<file path="src/source/rowsum_pkg.sv">
package rowsum_pkg;

  // frame geometry.
  localparam int ROWS     = 4;
  localparam int COLS     = 11;
  localparam int LANES    = 4;
  localparam int WIN      = 8;

  localparam int SAMPLE_W = 8;
  localparam int SUM_W    = 11;
  localparam int ADDR_W   = 6;

  // warm-up count the controller must pass before the first row.
  localparam int WARMUP   = 2;
  // cycles from the finish state to the last result leaving the collector.
  localparam int DRAIN    = 2;

  typedef logic [ADDR_W-1:0] addr_t;
  typedef logic [3:0]        col_t;
  typedef logic [1:0]        row_t;

  // lane 0 sits in the low bits.
  typedef struct packed {
    logic [LANES-1:0][SAMPLE_W-1:0] lane;
  } sample_vec_t;

  typedef struct packed {
    logic [LANES-1:0][SUM_W-1:0] lane;
  } sum_vec_t;

  typedef struct packed {
    row_t     row;
    col_t     col;
    sum_vec_t sums;
  } result_t;

  typedef struct packed {
    logic start_en;
    logic ld_en;
    logic count_en;
    logic sum_en;
    logic cum_en;
    logic done_o;
    logic progress_done;
    logic reset_en;
  } ctrl_t;

  typedef enum logic [2:0] {
    st_idle       = 3'b000,
    st_start      = 3'b001,
    st_start_row  = 3'b010,
    st_sum_en     = 3'b011,
    st_cum_en     = 3'b100,
    st_finish_all = 3'b101
  } ctrl_state_t;

endpackage
</file>
<file path="src/source/rowsum_top.sv">
`timescale 1ns/10ps

module rowsum_top (
  input  logic                     clk,
  input  logic                     rst_n,
  input  logic                     start,
  input  logic                     wr_en,
  input  rowsum_pkg::addr_t        wr_addr,
  input  rowsum_pkg::sample_vec_t  wr_data,
  output logic                     res_valid,
  output rowsum_pkg::result_t      res,
  output logic                     frame_done,
  output logic                     busy
);

  rowsum_pkg::ctrl_t       ctl;
  logic                    start_gt_2;
  logic                    row_eq_max;
  rowsum_pkg::col_t        col;
  rowsum_pkg::row_t        row;
  rowsum_pkg::sample_vec_t samples;
  rowsum_pkg::col_t        sample_col;
  rowsum_pkg::row_t        sample_row;
  wire rowsum_pkg::sum_vec_t sums;

  rowsum_ctrl u_ctrl (
    .clk        (clk),
    .rst_n      (rst_n),
    .start      (start),
    .start_gt_2 (start_gt_2),
    .col        (col),
    .row_eq_max (row_eq_max),
    .ctl        (ctl),
    .busy       (busy)
  );

  scan_counter u_scan (
    .clk        (clk),
    .rst_n      (rst_n),
    .ctl        (ctl),
    .start_gt_2 (start_gt_2),
    .col        (col),
    .row        (row),
    .row_eq_max (row_eq_max)
  );

  frame_buffer u_fbuf (
    .clk        (clk),
    .rst_n      (rst_n),
    .wr_en      (wr_en),
    .wr_addr    (wr_addr),
    .wr_data    (wr_data),
    .busy       (busy),
    .col        (col),
    .row        (row),
    .ctl        (ctl),
    .samples    (samples),
    .sample_col (sample_col),
    .sample_row (sample_row)
  );

  // one lane per channel.
  for (genvar i = 0; i < rowsum_pkg::LANES; i++) begin : g_lane
    window_lane u_lane (
      .clk    (clk),
      .rst_n  (rst_n),
      .clear  (ctl.ld_en),
      .shift  (ctl.sum_en),
      .sample (samples.lane[i]),
      .sum    (sums.lane[i])
    );
  end

  result_collector u_coll (
    .clk        (clk),
    .rst_n      (rst_n),
    .emit       (ctl.sum_en),
    .sums       (sums),
    .res_col    (sample_col),
    .res_row    (sample_row),
    .last       (ctl.progress_done),
    .res_valid  (res_valid),
    .res        (res),
    .frame_done (frame_done)
  );

endmodule

</file>
<file path="src/source/result_collector.sv">
`timescale 1ns/10ps

module result_collector (
  input  logic                  clk,
  input  logic                  rst_n,
  input  logic                  emit,
  input  rowsum_pkg::sum_vec_t  sums,
  input  rowsum_pkg::col_t      res_col,
  input  rowsum_pkg::row_t      res_row,
  input  logic                  last,
  output logic                  res_valid,
  output rowsum_pkg::result_t   res,
  output logic                  frame_done
);

  logic             v1;
  logic             v2;
  logic             last_q;
  logic             res_last;
  logic             hit;
  rowsum_pkg::col_t c2;
  rowsum_pkg::row_t r2;

  // v1 sits with the sample, v2 with the lane sums.
  always_ff @(posedge clk) begin
    if (!rst_n) begin
      v1     <= 1'b0;
      v2     <= 1'b0;
      last_q <= 1'b0;
    end else begin
      v1     <= emit;
      v2     <= v1;
      last_q <= last;
    end
  end

  always_ff @(posedge clk) begin
    c2 <= res_col;
    r2 <= res_row;
  end

  // full window once the column reaches win-1.
  assign hit = v2 && (c2 >= rowsum_pkg::col_t'(rowsum_pkg::WIN - 1));

  always_ff @(posedge clk) begin
    if (!rst_n) begin
      res_valid  <= 1'b0;
      res_last   <= 1'b0;
      frame_done <= 1'b0;
    end else begin
      res_valid  <= hit;
      res_last   <= hit && last_q;
      frame_done <= res_last;
    end
  end

  always_ff @(posedge clk) begin
    if (hit) begin
      res.row  <= r2;
      res.col  <= c2;
      res.sums <= sums;
    end
  end

endmodule

</file>
<file path="src/source/window_lane.sv">
`timescale 1ns/10ps

module window_lane (
  input  logic                             clk,
  input  logic                             rst_n,
  input  logic                             clear,
  input  logic                             shift,
  input  logic [rowsum_pkg::SAMPLE_W-1:0]  sample,
  output logic [rowsum_pkg::SUM_W-1:0]     sum
);

  localparam int PAD = rowsum_pkg::SUM_W - rowsum_pkg::SAMPLE_W;

  logic [rowsum_pkg::WIN-1:0][rowsum_pkg::SAMPLE_W-1:0] win;
  logic                                                 shift_q;
  logic                                                 clear_q;
  logic [rowsum_pkg::SUM_W-1:0]                         add_ext;
  logic [rowsum_pkg::SUM_W-1:0]                         sub_ext;

  // controls line up with the registered sample from the frame buffer.
  always_ff @(posedge clk) begin
    if (!rst_n) begin
      shift_q <= 1'b0;
      clear_q <= 1'b0;
    end else begin
      shift_q <= shift;
      clear_q <= clear;
    end
  end

  assign add_ext = {{PAD{1'b0}}, sample};
  assign sub_ext = {{PAD{1'b0}}, win[rowsum_pkg::WIN-1]};

  always_ff @(posedge clk) begin
    if (!rst_n) begin
      sum <= '0;
    end else if (clear_q) begin
      sum <= '0;
    end else if (shift_q) begin
      // oldest sample drops out as the new one enters.
      sum <= sum + add_ext - sub_ext;
    end
  end

  always_ff @(posedge clk) begin
    if (clear_q) begin
      win <= '0;
    end else if (shift_q) begin
      win <= {win[rowsum_pkg::WIN-2:0], sample};
    end
  end

  a_sum_bound : assert property (@(posedge clk) disable iff (!rst_n)
    sum <= rowsum_pkg::SUM_W'(rowsum_pkg::WIN * ((1 << rowsum_pkg::SAMPLE_W) - 1)));

endmodule

</file>
<file path="src/source/frame_buffer.sv">
`timescale 1ns/10ps

module frame_buffer (
  input  logic                     clk,
  input  logic                     rst_n,
  input  logic                     wr_en,
  input  rowsum_pkg::addr_t        wr_addr,
  input  rowsum_pkg::sample_vec_t  wr_data,
  input  logic                     busy,
  input  rowsum_pkg::col_t         col,
  input  rowsum_pkg::row_t         row,
  input  rowsum_pkg::ctrl_t        ctl,
  output rowsum_pkg::sample_vec_t  samples,
  output rowsum_pkg::col_t         sample_col,
  output rowsum_pkg::row_t         sample_row
);

  localparam int DEPTH = rowsum_pkg::ROWS * rowsum_pkg::COLS;

  rowsum_pkg::sample_vec_t mem [DEPTH];
  rowsum_pkg::addr_t       rd_addr;

  // row-major layout.
  assign rd_addr = rowsum_pkg::addr_t'(row) * rowsum_pkg::addr_t'(rowsum_pkg::COLS) +
                   rowsum_pkg::addr_t'(col);

  // host writes only land while the scan is stopped.
  always_ff @(posedge clk) begin
    if (wr_en && !busy && (wr_addr < rowsum_pkg::addr_t'(DEPTH))) begin
      mem[wr_addr] <= wr_data;
    end
  end

  // one column per counting cycle, tagged with where it came from.
  always_ff @(posedge clk) begin
    if (ctl.sum_en) begin
      samples    <= mem[rd_addr];
      sample_col <= col;
      sample_row <= row;
    end
  end

  a_no_write_busy : assert property (@(posedge clk) disable iff (!rst_n)
    wr_en |-> !busy);

endmodule

</file>
<file path="src/source/scan_counter.sv">
`timescale 1ns/10ps

module scan_counter (
  input  logic               clk,
  input  logic               rst_n,
  input  rowsum_pkg::ctrl_t  ctl,
  output logic               start_gt_2,
  output rowsum_pkg::col_t   col,
  output rowsum_pkg::row_t   row,
  output logic               row_eq_max
);

  logic [1:0] warm;

  assign start_gt_2 = (warm > 2'(rowsum_pkg::WARMUP));

  // true on the final column of the final row only.
  assign row_eq_max = (row == 2'(rowsum_pkg::ROWS - 1)) &&
                      (col == 4'(rowsum_pkg::COLS - 1));

  always_ff @(posedge clk) begin
    if (!rst_n || ctl.reset_en) begin
      warm <= '0;
    end else if (ctl.start_en && !start_gt_2) begin
      warm <= warm + 2'd1;
    end
  end

  always_ff @(posedge clk) begin
    if (!rst_n || ctl.reset_en) begin
      col <= '0;
    end else if (ctl.ld_en) begin
      col <= '0;
    end else if (ctl.count_en) begin
      // wraps after the last column.
      if (col == 4'(rowsum_pkg::COLS - 1)) begin
        col <= '0;
      end else begin
        col <= col + 4'd1;
      end
    end
  end

  // row boundary pulse from the controller moves to the next row.
  always_ff @(posedge clk) begin
    if (!rst_n || ctl.reset_en) begin
      row <= '0;
    end else if (ctl.ld_en && ctl.done_o) begin
      row <= row + 2'd1;
    end
  end

  a_col_range : assert property (@(posedge clk) disable iff (!rst_n)
    col < 4'(rowsum_pkg::COLS));

endmodule

</file>
<file path="src/source/rowsum_ctrl.sv">
`timescale 1ns/10ps

module rowsum_ctrl (
  input  logic                clk,
  input  logic                rst_n,
  input  logic                start,
  input  logic                start_gt_2,
  input  rowsum_pkg::col_t    col,
  input  logic                row_eq_max,
  output rowsum_pkg::ctrl_t   ctl,
  output logic                busy
);

  rowsum_pkg::ctrl_state_t state;
  rowsum_pkg::ctrl_state_t next_state;
  rowsum_pkg::ctrl_state_t prev_state;

  logic [rowsum_pkg::DRAIN-1:0] drain;

  always_ff @(posedge clk) begin
    if (!rst_n) begin
      state      <= rowsum_pkg::st_idle;
      prev_state <= rowsum_pkg::st_idle;
      drain      <= '0;
    end else begin
      state      <= next_state;
      prev_state <= state;
      drain      <= {drain[rowsum_pkg::DRAIN-2:0], ctl.progress_done};
    end
  end

  // stays high until the last result of the frame has left the collector.
  assign busy = (state != rowsum_pkg::st_idle) || (|drain);

  always_comb begin
    next_state = state;
    case (state)
      rowsum_pkg::st_idle:
        next_state = (start && !busy) ? rowsum_pkg::st_start : rowsum_pkg::st_idle;
      rowsum_pkg::st_start:
        next_state = start_gt_2 ? rowsum_pkg::st_start_row : rowsum_pkg::st_start;
      rowsum_pkg::st_start_row:
        next_state = rowsum_pkg::st_sum_en;
      rowsum_pkg::st_sum_en:
        next_state = (col > 4'd7) ? rowsum_pkg::st_cum_en : rowsum_pkg::st_sum_en;
      rowsum_pkg::st_cum_en: begin
        if (row_eq_max) begin
          next_state = rowsum_pkg::st_finish_all;
        end else if (col > 4'(rowsum_pkg::COLS - 2)) begin
          next_state = rowsum_pkg::st_start_row;
        end else begin
          next_state = rowsum_pkg::st_cum_en;
        end
      end
      rowsum_pkg::st_finish_all:
        next_state = rowsum_pkg::st_idle;
      default:
        next_state = rowsum_pkg::st_idle;
    endcase
  end

  always_comb begin
    ctl = '0;
    case (state)
      rowsum_pkg::st_start: begin
        ctl.start_en = 1'b1;
      end
      rowsum_pkg::st_start_row: begin
        ctl.count_en = 1'b1;
        ctl.ld_en    = 1'b1;
        // row boundary.
        if (prev_state == rowsum_pkg::st_cum_en) begin
          ctl.done_o = 1'b1;
        end
      end
      rowsum_pkg::st_sum_en: begin
        ctl.count_en = 1'b1;
        ctl.sum_en   = 1'b1;
      end
      rowsum_pkg::st_cum_en: begin
        ctl.count_en = 1'b1;
        ctl.sum_en   = 1'b1;
        ctl.cum_en   = 1'b1;
      end
      rowsum_pkg::st_finish_all: begin
        ctl.progress_done = 1'b1;
        ctl.reset_en      = 1'b1;
      end
      default: begin
        ctl = '0;
      end
    endcase
  end

  // finish comes out of the last column's cum cycle and never overlaps it.
  a_finish_after_cum : assert property (@(posedge clk) disable iff (!rst_n)
    ctl.progress_done |-> !ctl.cum_en &&
                          $past(ctl.cum_en && (col == 4'(rowsum_pkg::COLS - 1))));

endmodule

</file>
<file path="config.mk">
export PLATFORM = sky130hd
export DESIGN_NAME = rowsum_top
export DESIGN_NICKNAME = d
export VERILOG_FILES = /design/src/source/rowsum_pkg.sv /design/src/source/rowsum_top.sv /design/src/source/result_collector.sv /design/src/source/window_lane.sv /design/src/source/frame_buffer.sv /design/src/source/scan_counter.sv /design/src/source/rowsum_ctrl.sv
export SDC_FILE = /design/constraint.sdc
export NUM_CORES = 2
export LEC_CHECK = 0
export ABC_AREA = 1
export BUFFER_PORTS_ARGS = -buffer_cell sky130_fd_sc_hd__clkbuf_2
export CORE_AREA = 3 3 465 467
export DETAILED_ROUTE_END_ITERATION = 8
export DIE_AREA = 0 0 468 470
export GPL_ROUTABILITY_DRIVEN = 0
export PLACE_DENSITY = 0.52
export SYNTH_ARGS = -nofsm -noshare
export SYNTH_HDL_FRONTEND = slang
export SYNTH_HIERARCHICAL = 1
export SYNTH_SLANG_ARGS = --single-unit
</file>
<file path="constraint.sdc">
create_clock -name clk -period 6.15 [get_ports clk]
set_input_delay 0.3075 -clock clk [delete_from_list [all_inputs] [get_ports clk]]
set_output_delay 0.3075 -clock clk [all_outputs]
set_load 0.05 [all_outputs]
</file>
; ---- Yosys cells after proc, flatten, opt, wreduce, memory -nomap -nowiden
; Memories as Yosys holds them, arrays and structs flattened. A register that Yosys moved wholly into a read port is not among the register bits.
; Cells that the tools add are included.
[totals]
output_inout_bits = 53
inputBits = 42
n_memories = 1
wordCells = 123
ff_bits = 385
ramBits = 1408
[memory_table]
columns = name, words, word_bits, rd, rd_clocked_by_memory_dff, write_ports, line
row1 = u_fbuf.mem, 44, 32, 1, 1, 1, frame_buffer.sv:20  ; rowsum_pkg::sample_vec_t mem [DEPTH];
[op_classes]
muxes = 16
n_bitwise = 1
n_reduce_logical = 20
add_sub_neg = 12
eq_ne = 8
order_cmp = 5
mul = 1
[ops]
columns = cell, n
row1 = 11-bit by 8-bit adder with 11-bit output, 4
row2 = 11-bit by 8-bit subtractor with 11-bit output, 4
row3 = 3-bit case mux with 5 select lines, 1
row4 = 3-bit == test (second input constant), 3
row5 = 1-bit 2-to-1 mux, 9
row6 = 3-bit 2-to-1 mux, 3
row7 = 1-bit logical AND, 8
row8 = 2-bit OR reduction, 4
row9 = 6-bit by 4-bit adder with 6-bit output, 1
row10 = 3-bit by 2-bit == test with 1-bit output (second input constant), 2
row11 = 6-bit less-than comparator (second input constant), 1
row12 = 2-bit by 4-bit multiplier with 6-bit output (second input constant), 1
row13 = 2-bit by 1-bit adder with 2-bit output (second input constant), 2
row14 = 4-bit by 1-bit adder with 4-bit output (second input constant), 1
row15 = 4-bit == test (second input constant), 1
row16 = 4-bit by 3-bit greater-or-equal comparator with 1-bit output (second input constant), 1
row17 = 4-bit by 3-bit > comparator with 1-bit output (second input constant), 1
row18 = 4-bit > comparator (second input constant), 1
row19 = 2-bit 2-to-1 mux, 2
row20 = 4-bit 2-to-1 mux, 1
row21 = 3-bit by 1-bit == test with 1-bit output (second input constant), 1
row22 = 1-bit logical NOT, 3
row23 = 3-bit logical NOT, 1
row24 = 3-bit nonzero test, 1
row25 = other kinds (5), 6

; ---- Logic depth before layout (Yosys ltp)
[logic_depth]
word_depth = 7
mapped_depth = 16
ltp_nobuf = 14

; ---- Hierarchy
; The synthesis kept the hierarchy.
[modules_own_cells]
columns = module, area_each_um2, n_inst, seq_area_each_um2, cells_per_inst
row1 = frame_buffer, 57807.9, 1, 43421.6, 4680
row2 = window_lane, 3442.1, 4, 1541.5, 469
row3 = result_collector, 1815.5, 1, 1741.7, 78
row4 = rowsum_ctrl, 397.9, 1, 160.2, 59
row5 = scan_counter, 386.6, 1, 160.2, 54

; ---- Worst setup path after synthesis
; Ideal clock, no wire load.
[synth_path]
path_kind = register -> register
from = reg u_coll.c2[1]
to = reg u_coll/res[0] (netlist name)
n_path_buf = 0
setup_slack_ps = 1599
required_ps = 5616
setup_time_ps = 534
synth_period_minus_slack_ps = 4551
stages_incl_launch_ff = 3
t_arrival_ps = 4017
path_cell_list = dfxtp_1 -> nand3_1 -> a21boi_0
[synth_via]
elab_chain_len = 2
[synth_rtl]
columns = element, line
row1 = from (decl), result_collector.sv:21  ; rowsum_pkg::col_t c2;
row2 = from (signal assigned), result_collector.sv:38  ; c2 <= res_col;
row3 = 4-bit by 3-bit greater-or-equal comparator with 1-bit output, result_collector.sv:43  ; assign hit = v2 && (c2 >= rowsum_pkg::col_t'(rowsum_pkg::WIN - 1));
row4 = 1-bit logical AND, result_collector.sv:43
row5 = named net u_coll.hit, result_collector.sv:20  ; logic hit;
; The timed path passes the listed nets, and every way through them passes these cells.
; A chain may end at the register's enable or synchronous reset.

; ---- Worst setup path in the final report
[layout_path]
from = reg u_scan.row[0]
to = reg u_fbuf/samples[22] (netlist name)
[layout_via]
elab_chain_len = 2
[layout_rtl]
columns = element, line
row1 = from (decl), scan_counter.sv:9  ; output rowsum_pkg::row_t row,
row2 = from (signal assigned), scan_counter.sv:49  ; row <= row + 2'd1;
row3 = 2-bit by 4-bit multiplier with 6-bit output, frame_buffer.sv:24  ; assign rd_addr = rowsum_pkg::addr_t'(row) * rowsum_pkg::addr_t'(rowsum_pkg::COLS) +
row4 = 6-bit by 4-bit adder with 6-bit output, frame_buffer.sv:24
; Every way passes these cells.

==> impl_metrics.toml <==
[run_status]
status = "complete, no violations"

[detailed_routing]
num_vias = 49400
first_pass_iters = 5
drt-wirelength-per-cell_microns = 20.8
vias_per_cell = 5.08
drcViolationCount = 0
drtIter0Drc = 4807
ant_nets = 0
postRouteWirelength_microns = 202000

[yosys]
postSynthAreaPerCell_sq_um = 11.0
synth_enable_flop_cells = 1496
synth_area_leader_cell = "edfxtp_1"
synthFlopType = "edfxtp_1"
ys_ff_latch = 1832
ys_warn_count = 6
ys_seq_area_share_pct = 69.6
synth_common_cells = "1,662 x nand2_1, 1,496 x edfxtp_1, 1,065 x nand3_1, 711 x nor2_1, 430 x o21ai_0"
syn_inst = 6747
synth.area.top_cells = "edfxtp_1 61%, dfxtp_1 9.1%, nand2_1 8.4%"
syn_area_sq_um = 74200
synthArstFlopShare_pct = 0
syn_nets = 6876
synth_top_area_share_pct = 60.6
yosys.cell_types.count = 38
yosysMostFrequentCell = "nand2_1"

[critical_path]
crit_cells = 13
crit_family = "buffers and inverters"
critPathMaxStageDelay_ns = 0.95
cpMaxStageDelayCell = "buf_4"
cp-start-kind = "flip-flop"
crit_top_cell = "inv_1"
critPathBufInv = 5
crit_chain = "inv_1 -> fa_1 -> inv_1 -> ha_4 -> inv_1 -> fa_4 -> xnor2_4 -> buf_4 -> buf_4 -> nand2_1 -> nand3_1 -> nand3_1 -> nand2_1"
path_max_fanout = 63
criticalPathCategory = "reg2reg"
reg2reg_depth = 13
worst_ep_required_time_ns = 6.81
cp-end-kind = "flip-flop"
worstPathArrival_ns = 5.34

[sta]
period_needed_ns = 4.68
tightest_slew_ns = 1.36
finalCritPeriodShare_pct = 76.1
rsz0062_at_grt = "no"
worst_hold_slack_ns = 0.115
worst_clock_skew_ns = 0.0358
slew_viol_final = 0
fmax_mhz = 214
slew_headroom_pct = 9.22
timing_hold_violations_final = 0
setup_tns_ns = 0
setup_violations = 0

[global_routing]
grt_max_degree = 164
grt_pass1_wl_microns = 304000
grt.total_usage_pct = 18.0
antenna_found_initial = 14
grt_overflow = 0
grt_pass1_vias = 46600

[placed_design]
place_inst = 9352
portBuffers = 94
post-dp-hpwl_microns = 112000

[clock_network]
clk_pin_slew_ns = 0.06
clkSinkCount = 1832
cts_root_buf = "clkbuf_16"
cts_max_level = 4
clk_latency_ns = 0.82
clock_path_buffers = 3
postCtsSetupRepairBufs = 0
cts_tree = "built"
cts_buffers = 193

[cells_and_area]
fillers = 20400
syn2layout_area_growth_pct = 12.4
multi_input_area_sq_um = 19800
nets = 6856
drive_above_1_share_pct = 7.57
final_cells = 9713
seq_area_sq_um = 51700

[floorplanning]
rows = 169
die_x_microns = 468
pin_count = 95
dieArea_sq_um = 220000
die_y_microns = 470
core_area_sq_um = 212000
start_util_pct = 35.0

[run]
cap_viol_max_count = 0

[worst_hold_path]
hold_path_depth = 2
min_path_type = "in2reg"

[pwr]
p_leak_nw = 31.3
power.density_nw_per_um2 = 304
peakVddDrop_mv = 0.240
power by group:
group / switching (mW) / internal [mW] / total, mW
combinational: 0.524 / 0.209 / 0.733
clock: 4.74 / 6.19 / 10.9
sequential: 0.0877 / 13.6 / 13.7
path summary, 6_finish.rpt:
check | start | to | slack [ns]
max | u_scan/row[0] | u_fbuf/samples[22] | 1.47
min | wr_data[19] | u_fbuf/mem[24][19] | 0.11
max reg2reg | u_scan/row[0] | u_fbuf/samples[22] | 1.47
min reg2reg | u_fbuf/sample_col[2] | u_coll/c2[2] | 0.35
cell families after synthesis:
family	count (synthesis)	share of synthesized area, %
buffers and inverters	714	4.27
and+or+nand+nor	3480	19.6
adders and majority gates	87	1.81
DFF	1832	69.6
AOI/OAI and AO/OA	615	4.47
xor gates and xnor gates	19	0.234
metrics by stage:
step           total power, mW  worst slack, ns  cell area (sq um)  utilization, %
2_1_floorplan             14.3             1.60              74200               -
3_3_place_gp              14.7             1.61              77500            36.5
3_5_place_dp              14.7             1.55              77500            36.5
4_1_cts                   25.6             1.53              83400            39.3
5_1_grt                   26.3             1.36              83400            39.3
6_report                  25.4             1.47              83400            39.3
worst register-to-register path, delay by kind of cell, from the launching register on:
family                   cells  cell delay (ns)
flip-flops                   1             0.47
buffers and inverters        5             1.76
AND/OR/NAND/NOR              4             0.96
adder cells (fa/ha/maj)      3             1.14
XOR/XNOR                     1             0.21
cell usage in the layout, fill, tap and decap left out, types with 63 or more instances in the layout:
cell type / n
nand3_1: 1065
dfxtp_1: 332
clkbuf_2: 94
clkbuf_16: 196
a21oi_1: 78
clkbuf_1: 63
nor2_1: 667
o21ai_0: 430
nand2_1: 1661
inv_1: 304
edfxtp_1: 1496
buf_4: 75
routing by layer:
| metal | track usage, % | vias up | routed length, microns |
|---|---|---|---|
| li1 | - | 23200 | - |
| met5 | 0 | - | 13 |
| met4 | 4.24 | 2 | 3770 |
| met1 | 26.6 | 24400 | 94000 |
| met2 | 27.7 | 1510 | 91700 |
| met3 | 2.90 | 254 | 12500 |
state kept, by name (all words and copies together), names as in the netlist, 2 cells and up:
signal,count
g_lane.u_lane/clear_q,4
g_lane.u_lane/shift_q,4
g_lane.u_lane/sub_ext,32
g_lane.u_lane/sum,44
g_lane.u_lane/win,224
u_coll/c2,4
u_coll/r2,2
u_coll/res,50
u_ctrl/drain,2
u_ctrl/prev_state,3
u_ctrl/state,3
u_fbuf/mem,1408
u_fbuf/sample_col,4
u_fbuf/sample_row,2
u_fbuf/samples,32
u_scan/col,4
u_scan/row,2
u_scan/warm,2
timing repair:
action                                 CTS  global route
setup endpoints to repair                0             0
gates resized for setup                  0             0
hold buffers                             1             0
endpoints found under the hold margin    1             0
final cells by class:
class	count	share of cell area, %
Clock inverter	88	0.789
Tap cell	2821	4.23
Multi-Input combinational cell	4201	23.7
Inverter	317	1.47
Sequential cell	1832	62.0
Timing Repair Buffer	182	1.54
Clock buffer	266	6.27
Antenna cell	6	0.0180
Note: power is estimated with default switching activity, not from simulation.
